--- src/dla_defs.svh ---
`ifndef DLA_DEFS_SVH
`define DLA_DEFS_SVH

// array shape
`define DLA_TN              4   // lanes, one per input channel
`define DLA_KERNEL_SIZE     3   // kernel side
`define DLA_TAPS            9   // KERNEL_SIZE squared

// datapath widths
`define DLA_FEATURE_WIDTH   8
`define DLA_SCALE_WIDTH     16
`define DLA_RESULT_WIDTH    32

// command opcodes on i_cmd_op
`define DLA_OP_LOAD_WEIGHT  0
`define DLA_OP_LOAD_FEATURE 1
`define DLA_OP_LOAD_SCALE   2
`define DLA_OP_RUN          3

`endif

--- src/dla_pkg.sv ---
`include "dla_defs.svh"

package dla_pkg;

    ////////////////////////////////////////////////////////////
    // command channel
    ////////////////////////////////////////////////////////////

    typedef enum logic [1:0] {
        OP_LOAD_WEIGHT  = `DLA_OP_LOAD_WEIGHT,
        OP_LOAD_FEATURE = `DLA_OP_LOAD_FEATURE,
        OP_LOAD_SCALE   = `DLA_OP_LOAD_SCALE,
        OP_RUN          = `DLA_OP_RUN
    } opcode_t;

    typedef logic [$clog2(`DLA_TN)-1:0] lane_idx_t;

    ////////////////////////////////////////////////////////////
    // ternary datapath
    ////////////////////////////////////////////////////////////

    // weight code, 00 and 10 both count as zero
    typedef logic [1:0] tern_t;
    localparam tern_t TERN_PLUS  = 2'b01;
    localparam tern_t TERN_MINUS = 2'b11;

    typedef logic signed [`DLA_FEATURE_WIDTH-1:0] feature_t;

    typedef tern_t    [`DLA_TAPS-1:0] kernel_t;  // tap 0 in low bits
    typedef feature_t [`DLA_TAPS-1:0] window_t;  // tap 0 in low bits

    // 9 taps of +-128 need 4 more bits
    typedef logic signed [`DLA_FEATURE_WIDTH+$clog2(`DLA_TAPS)-1:0] lane_sum_t;
    typedef logic signed [$bits(lane_sum_t)+$clog2(`DLA_TN)-1:0] chan_sum_t;

    typedef logic signed [`DLA_SCALE_WIDTH-1:0]  scale_t;
    typedef logic signed [`DLA_RESULT_WIDTH-1:0] result_t;

endpackage

--- src/lane_load_if.sv ---
`timescale 1ns/1ps

// decoder to lane broadcast bus
interface lane_load_if
    import dla_pkg::*;
();

    logic      wr_kernel;   // kernel write strobe
    logic      wr_window;   // window write strobe
    lane_idx_t sel_lane;    // target lane of a write
    kernel_t   kernel;
    window_t   window;
    logic      run;         // one-cycle run pulse, all lanes

    modport decoder (
        output wr_kernel,
        output wr_window,
        output sel_lane,
        output kernel,
        output window,
        output run
    );

    modport lane (
        input  wr_kernel,
        input  wr_window,
        input  sel_lane,
        input  kernel,
        input  window,
        input  run
    );

endinterface

--- src/cmd_decode.sv ---
`timescale 1ns/1ps
`include "dla_defs.svh"

module cmd_decode
    import dla_pkg::*;
(
    input  logic         clk,
    input  logic         i_rst_n,
    input  logic         i_cmd_req,
    input  opcode_t      i_cmd_op,
    input  lane_idx_t    i_cmd_lane,
    input  window_t      i_cmd_data,
    output logic         o_cmd_ack,
    lane_load_if.decoder load,
    output scale_t       o_scale,
    input  logic         i_busy
);

    typedef enum logic [1:0] {
        S_IDLE,     // waiting for req
        S_HOLD,     // RUN seen, accumulator still busy
        S_ACK       // ack high, waiting for req low
    } cmd_state_t;

    cmd_state_t state;
    logic [$bits(window_t)-1:0] cmd_bits;  // flat view for low-bit slices
    logic       take;                      // new command sampled this edge

    assign cmd_bits = i_cmd_data;
    assign take     = (state == S_IDLE) && i_cmd_req;

    ////////////////////////////////////////////////////////////
    // handshake fsm and strobes
    ////////////////////////////////////////////////////////////

    always_ff @(posedge clk) begin
        if (!i_rst_n) begin
            state          <= S_IDLE;
            o_cmd_ack      <= 1'b0;
            load.wr_kernel <= 1'b0;
            load.wr_window <= 1'b0;
            load.run       <= 1'b0;
            o_scale        <= scale_t'(1);  // unity gain
        end else begin
            load.wr_kernel <= 1'b0;  // strobes last one cycle
            load.wr_window <= 1'b0;
            load.run       <= 1'b0;
            case (state)
                S_IDLE: begin
                    if (i_cmd_req) begin
                        case (i_cmd_op)
                            OP_LOAD_WEIGHT: begin
                                load.wr_kernel <= 1'b1;
                                o_cmd_ack      <= 1'b1;
                                state          <= S_ACK;
                            end
                            OP_LOAD_FEATURE: begin
                                load.wr_window <= 1'b1;
                                o_cmd_ack      <= 1'b1;
                                state          <= S_ACK;
                            end
                            OP_LOAD_SCALE: begin
                                o_scale   <= cmd_bits[`DLA_SCALE_WIDTH-1:0];
                                o_cmd_ack <= 1'b1;
                                state     <= S_ACK;
                            end
                            OP_RUN: begin
                                if (!i_busy) begin
                                    load.run  <= 1'b1;
                                    o_cmd_ack <= 1'b1;
                                    state     <= S_ACK;
                                end else begin
                                    state <= S_HOLD;  // result slot taken
                                end
                            end
                        endcase
                    end
                end
                S_HOLD: begin
                    if (!i_busy) begin  // slot free, issue now
                        load.run  <= 1'b1;
                        o_cmd_ack <= 1'b1;
                        state     <= S_ACK;
                    end
                end
                S_ACK: begin
                    if (!i_cmd_req) begin
                        o_cmd_ack <= 1'b0;
                        state     <= S_IDLE;
                    end
                end
                default: state <= S_IDLE;
            endcase
        end
    end

    // payload captured with the command, master may change it after ack
    always_ff @(posedge clk) begin
        if (take) begin
            load.sel_lane <= i_cmd_lane;
            load.kernel   <= cmd_bits[$bits(kernel_t)-1:0];  // low 18 bits
            load.window   <= i_cmd_data;
        end
    end

endmodule

--- src/tern_lane.sv ---
`timescale 1ns/1ps
`include "dla_defs.svh"

module tern_lane
    import dla_pkg::*;
#(
    parameter lane_idx_t LANE_ID = '0
)(
    input  logic          clk,
    input  logic          i_rst_n,
    lane_load_if.lane     load,
    output lane_sum_t     o_sum,
    output logic          o_sum_valid
);

    kernel_t   kernel_q;
    window_t   window_q;
    lane_sum_t sum_d;
    logic      hit;     // write addressed to this lane

    assign hit = (load.sel_lane == LANE_ID);

    // kernel and window storage
    always_ff @(posedge clk) begin
        if (!i_rst_n) begin
            kernel_q <= '0;
            window_q <= '0;
        end else begin
            if (load.wr_kernel && hit)
                kernel_q <= load.kernel;
            if (load.wr_window && hit)
                window_q <= load.window;
        end
    end

    // select-and-sum over the taps
    always_comb begin
        feature_t f;
        sum_d = '0;
        for (int t = 0; t < `DLA_TAPS; t++) begin
            f = window_q[t];
            case (kernel_q[t])
                TERN_PLUS:  sum_d = sum_d + f;
                TERN_MINUS: sum_d = sum_d - f;
                default:    sum_d = sum_d;  // 00 and 10 skip the tap
            endcase
        end
    end

    always_ff @(posedge clk) begin
        if (!i_rst_n)
            o_sum_valid <= 1'b0;
        else
            o_sum_valid <= load.run;  // one cycle after run
    end

    always_ff @(posedge clk) begin
        if (load.run)
            o_sum <= sum_d;  // held until next run
    end

endmodule

--- src/chan_accum.sv ---
`timescale 1ns/1ps
`include "dla_defs.svh"

module chan_accum
    import dla_pkg::*;
(
    input  logic      clk,
    input  logic      i_rst_n,
    input  lane_sum_t i_lane_sum [`DLA_TN],
    input  logic      i_sum_valid,
    input  scale_t    i_scale,
    output logic      o_busy,
    output logic      o_res_req,
    input  logic      i_res_ack,
    output result_t   o_res_data
);

    localparam int PAIRS = `DLA_TN / 2;

    typedef enum logic [1:0] {
        R_IDLE,     // no result pending
        R_REQ,      // req high, waiting for ack
        R_DROP      // req low, waiting for ack low
    } res_state_t;

    logic signed [$bits(lane_sum_t):0] pair_sum [PAIRS];  // level one
    chan_sum_t  tree_sum;                                 // level two
    chan_sum_t  chan_sum_q;
    scale_t     scale_q;     // scale frozen with its run
    logic       stage1_vld;
    logic       busy_q;
    res_state_t res_state;

    ////////////////////////////////////////////////////////////
    // stage one, channel adder tree
    ////////////////////////////////////////////////////////////

    always_comb begin
        for (int i = 0; i < PAIRS; i++)
            pair_sum[i] = i_lane_sum[2*i] + i_lane_sum[2*i+1];
    end

    always_comb begin
        tree_sum = '0;
        for (int i = 0; i < PAIRS; i++)
            tree_sum = tree_sum + pair_sum[i];
    end

    always_ff @(posedge clk) begin
        if (i_sum_valid) begin
            chan_sum_q <= tree_sum;
            scale_q    <= i_scale;  // later LOAD_SCALE can't touch this run
        end
    end

    ////////////////////////////////////////////////////////////
    // stage two, scaler multiply into result register
    ////////////////////////////////////////////////////////////

    always_ff @(posedge clk) begin
        if (stage1_vld)
            o_res_data <= result_t'(chan_sum_q) * result_t'(scale_q);
    end

    // result handshake and busy
    always_ff @(posedge clk) begin
        if (!i_rst_n) begin
            stage1_vld <= 1'b0;
            busy_q     <= 1'b0;
            o_res_req  <= 1'b0;
            res_state  <= R_IDLE;
        end else begin
            stage1_vld <= i_sum_valid;
            if (i_sum_valid)
                busy_q <= 1'b1;
            case (res_state)
                R_IDLE: begin
                    if (stage1_vld) begin
                        o_res_req <= 1'b1;  // data lands same edge
                        res_state <= R_REQ;
                    end
                end
                R_REQ: begin
                    if (i_res_ack) begin
                        o_res_req <= 1'b0;
                        res_state <= R_DROP;
                    end
                end
                R_DROP: begin
                    if (!i_res_ack) begin  // four-phase closed
                        busy_q    <= 1'b0;
                        res_state <= R_IDLE;
                    end
                end
                default: res_state <= R_IDLE;
            endcase
        end
    end

    // cover the gap before busy_q sets
    assign o_busy = busy_q | i_sum_valid;

endmodule

--- src/dla_top.sv ---
`timescale 1ns/1ps
`include "dla_defs.svh"

module dla_top
    import dla_pkg::*;
(
    input  logic      clk,
    input  logic      i_rst_n,

    // command channel, slave side
    input  logic      i_cmd_req,
    input  opcode_t   i_cmd_op,
    input  lane_idx_t i_cmd_lane,
    input  window_t   i_cmd_data,
    output logic      o_cmd_ack,

    // result channel, master side
    output logic      o_res_req,
    input  logic      i_res_ack,
    output result_t   o_res_data
);

    lane_load_if load_bus ();

    scale_t              scale;
    logic                busy;
    lane_sum_t           lane_sum [`DLA_TN];
    logic [`DLA_TN-1:0]  lane_valid;  // all lanes pulse together

    cmd_decode instruction_decoder (
        .clk        (clk),
        .i_rst_n    (i_rst_n),
        .i_cmd_req  (i_cmd_req),
        .i_cmd_op   (i_cmd_op),
        .i_cmd_lane (i_cmd_lane),
        .i_cmd_data (i_cmd_data),
        .o_cmd_ack  (o_cmd_ack),
        .load       (load_bus),
        .o_scale    (scale),
        .i_busy     (busy)
    );

    ////////////////////////////////////////////////////////////
    // ternary lanes, one per input channel
    ////////////////////////////////////////////////////////////

    for (genvar g = 0; g < `DLA_TN; g++) begin : g_lane
        tern_lane #(
            .LANE_ID (lane_idx_t'(g))
        ) ternary_lane (
            .clk         (clk),
            .i_rst_n     (i_rst_n),
            .load        (load_bus),
            .o_sum       (lane_sum[g]),
            .o_sum_valid (lane_valid[g])
        );
    end

    chan_accum channel_adder_tree (
        .clk         (clk),
        .i_rst_n     (i_rst_n),
        .i_lane_sum  (lane_sum),
        .i_sum_valid (lane_valid[0]),  // lane 0 stands for all
        .i_scale     (scale),
        .o_busy      (busy),
        .o_res_req   (o_res_req),
        .i_res_ack   (i_res_ack),
        .o_res_data  (o_res_data)
    );

endmodule

--- config.mk ---
export PLATFORM = sky130hd
export DESIGN_NAME = dla_top
export DESIGN_NICKNAME = d
export VERILOG_FILES = /design/src/dla_pkg.sv /design/src/lane_load_if.sv /design/src/cmd_decode.sv /design/src/tern_lane.sv /design/src/chan_accum.sv /design/src/dla_top.sv
export VERILOG_INCLUDE_DIRS = /design/src /design/src/src
export SDC_FILE = /design/constraint.sdc
export NUM_CORES = 2
export LEC_CHECK = 0
export CAP_MARGIN = 15
export CORE_MARGIN = 1
export CORE_UTILIZATION = 47
export CTS_CLUSTER_DIAMETER = 200
export DETAILED_ROUTE_END_ITERATION = 12
export DONT_BUFFER_PORTS = 1
export REMOVE_ABC_BUFFERS = 1
export SYNTH_ARGS = -nofsm -noshare
export SYNTH_HDL_FRONTEND = slang
export SYNTH_HIERARCHICAL = 1
export SYNTH_SLANG_ARGS = --single-unit
--- constraint.sdc ---
create_clock -name clk -period 13.1 [get_ports clk]
set_clock_uncertainty 0.15 [all_clocks]
set_input_delay 1.31 -clock clk [delete_from_list [all_inputs] [get_ports clk]]
set_output_delay 1.31 -clock clk [all_outputs]
set_load 0.01 [all_outputs]
==> summary.md <==
| Metric | Value |
|---|---|
| Status | finished clean |
| Pin count of the biggest net entering global routing | 406 |
| R2r setup slk | 990 ps |
| CTS Buf Count | 73 |
| Antenna Nets Post-Route | 0 |
| Switching pwr | 2.22 mW |
| Worst setup EP type | flop |
| Switching Share | between 30% and 40% |
| Clk pwr share | 33.4% |
| Initial cell density of the core | between 40 and 50% |
| TritonCTS clock tree | yes |
| Total Routed Length | 170000 µm |
| Slew @ Worst Pin | 1230 ps |
| Worst-skew pair later-pin latency | 690 ps |
| Final period util | 92.5% |
| Non-filler cells, final | 8352 |
| Fmax | 82.6 MHz |
| Initial antenna violation count | 8 |
| Vias after detailed routing | 47100 |
| DIE HEIGHT | 349 µm |
| Slew Viols, Final | 0 |
| Part of the power in registers | 32.7% |
| CP peak stage delay | around 500 ps |
| CTS Hold Bufs | 0 |
| Total grt overflow | 0 |
| LEAKAGE | 23.8 nW |
| Ports | 114 |
| Synth-to-layout area growth | 6.30% |
| WL/cell | a little over 20 µm |
| Placer Congestion | 0.924 |
| CORE AREA | 120000 µm² |
| Port bufs | 0 |
| Layout fillers | 11500 |
| Vias per cell | approximately 5.6 |
| Min-delay worst type | flop to flop |
| Layout cell share with drive strength beyond 1 | 6.17% |
| Max-Slew Margin vs Limit | 18.1% |
| M3 GR Usage | 3.51% |
| Minimum clock period | 12110 ps |
| First DRT Iteration DRCs | 3636 |
| Most common cell after layout, fill and taps aside | nand2_1 |
| NumNets Final | 7503 |
| Delay-heaviest family, CP | adder cells |
| Cts repair resizes | 0 |
| Met2 Use GR | 43.1% |
| Syn Inst Count | between 6000 and 7000 |
| Clock-pin transition on the worst setup and hold timing paths | 60 ps |
| Vias in the first global route | 44200 |
| Worst Path Required | 13380 ps |
| Placed Cells | 8216 |
| Most frequent cells in the layout | nand2_1 (1205), inv_1 (553), ha_1 (468) |
| CP max-delay cell | fa_1 |
| First drt pass iteration count | 6 |
| Final hold viol count | 0 |
| YS warnings | 6 |
| FF-to-FF Start | g_lane[2].ternary_lane/kernel_q[2] |
| H-tree depth | 3 |
| Max cap viols | 0 |
| Hold Crit Start | instruction_decoder/o_scale[14] |
| Worst Setup SP | g_lane[2].ternary_lane/kernel_q[2] |
| PD cells | 105 nW/µm² |
| Worst Path Buf+Inv | 5 |
| Setup Buffers After CTS | 0 |
| Met1 Use GR | 39.0% |
| Post-detail-place hpwl | approximately 130000 µm |
| CP Data Arrival Time | ~12000 ps |
| Syn avg cell area | 8.25 µm² |
| First-pass GRT wire length | 261000 µm |
| Startpoint Class | flop |
| Internal | 4.11 mW |
| Ant diodes | 0 |
| Clk root buf | clkbuf_16 |
| FP Rows | approximately 130 |
| Num Clock Sinks | between 500 and 600 |
| Die ar. | roughly 120000 µm² |
| DRC | 0 |
| CP Max Fanout | 19 |
| Fin Setup TNS | 0 ps |
| Worst vdd ir | approximately 0.18 mV |
| Top cell by count, worst path | xnor2_1 |
| Combinational fraction of design power | 33.9% |
| RSZ-0062 raised after global routing | false |
| CTS Buffer Depth | 3 |
| Critical path class | flop to flop |
| Die Wd | 349 µm |
| Syn Std Cell Area | 56700 µm² |
| # setup viols final | 0 |
| Top Usage Layer GRT | met2 |
| GRT Util Overall | 27.6% |
-- metrics by stage --
| step | hold WS [ps] | util (%) | power (mW) | worst slack [ps] | cell area [µm²] |
|---|---|---|---|---|---|
| after floorplan | 258 | - | 3.73 | 2140 | 55400 |
| after global placement | 261 | 48.2 | 4.20 | 1380 | 57800 |
| after detailed placement | 267 | 48.2 | 4.23 | 1230 | 57800 |
| after CTS | 281 | 50.3 | 6.38 | 1160 | 60300 |
| after global routing | 291 | 50.3 | 6.72 | 287 | 60300 |
| final | 279 | 50.3 | 6.33 | 988 | 60300 |
-- final timing paths --
kind                                           end  cells after the start
setup / recovery  g_lane[2].ternary_lane/o_sum[11]                     55
hold / removal      channel_adder_tree/scale_q[14]                      0
setup reg to reg  g_lane[2].ternary_lane/o_sum[11]                     55
hold reg to reg     channel_adder_tree/scale_q[14]                      0
-- routing by layer --
metal | part of all wire (%) | vias to the layer above
met1 | 47 | 22600
met3 | 5.6 | 236
met4 | 3.6 | 2
li1 | - | 23100
met2 | 44 | 1165
met5 | 0.0065 | -
-- cell type report --
type | instances | area [µm²] | share of cell area [%]
multi-input cells | 5431 | 40100 | 66.5
flip-flops and latches | 570 | 13200 | 22.0
inverters | 561 | 2110 | 3.49
well taps | 1612 | 2020 | 3.35
clock buffers | 85 | 1910 | 3.17
clock inverters | 51 | 602 | 0.998
repair buffers | 42 | 315 | 0.523
-- power groups by stage --
stage / combinational, mW / clock, mW / sequential [mW]
final: 2.15 / 2.12 / 2.07
after global routing: 2.42 / 2.23 / 2.07
after CTS: 2.15 / 2.17 / 2.07
after detailed placement: 2.12 / 0 / 2.11
after global placement: 2.09 / 0 / 2.11
after floorplan: 1.71 / 0 / 2.02
-- flip-flops by register name (all words and copies together), names as in the netlist, 11 cells and up --
name,cells
g_lane.ternary_lane/window_q,288
channel_adder_tree/o_res_data,30
instruction_decoder/load.kernel,11
channel_adder_tree/chan_sum_q,14
instruction_decoder/o_scale,16
instruction_decoder/load.window,61
g_lane.ternary_lane/o_sum,48
g_lane.ternary_lane/kernel_q,72
channel_adder_tree/scale_q,16
No activity file was read; power rests on OpenSTA's default activity.
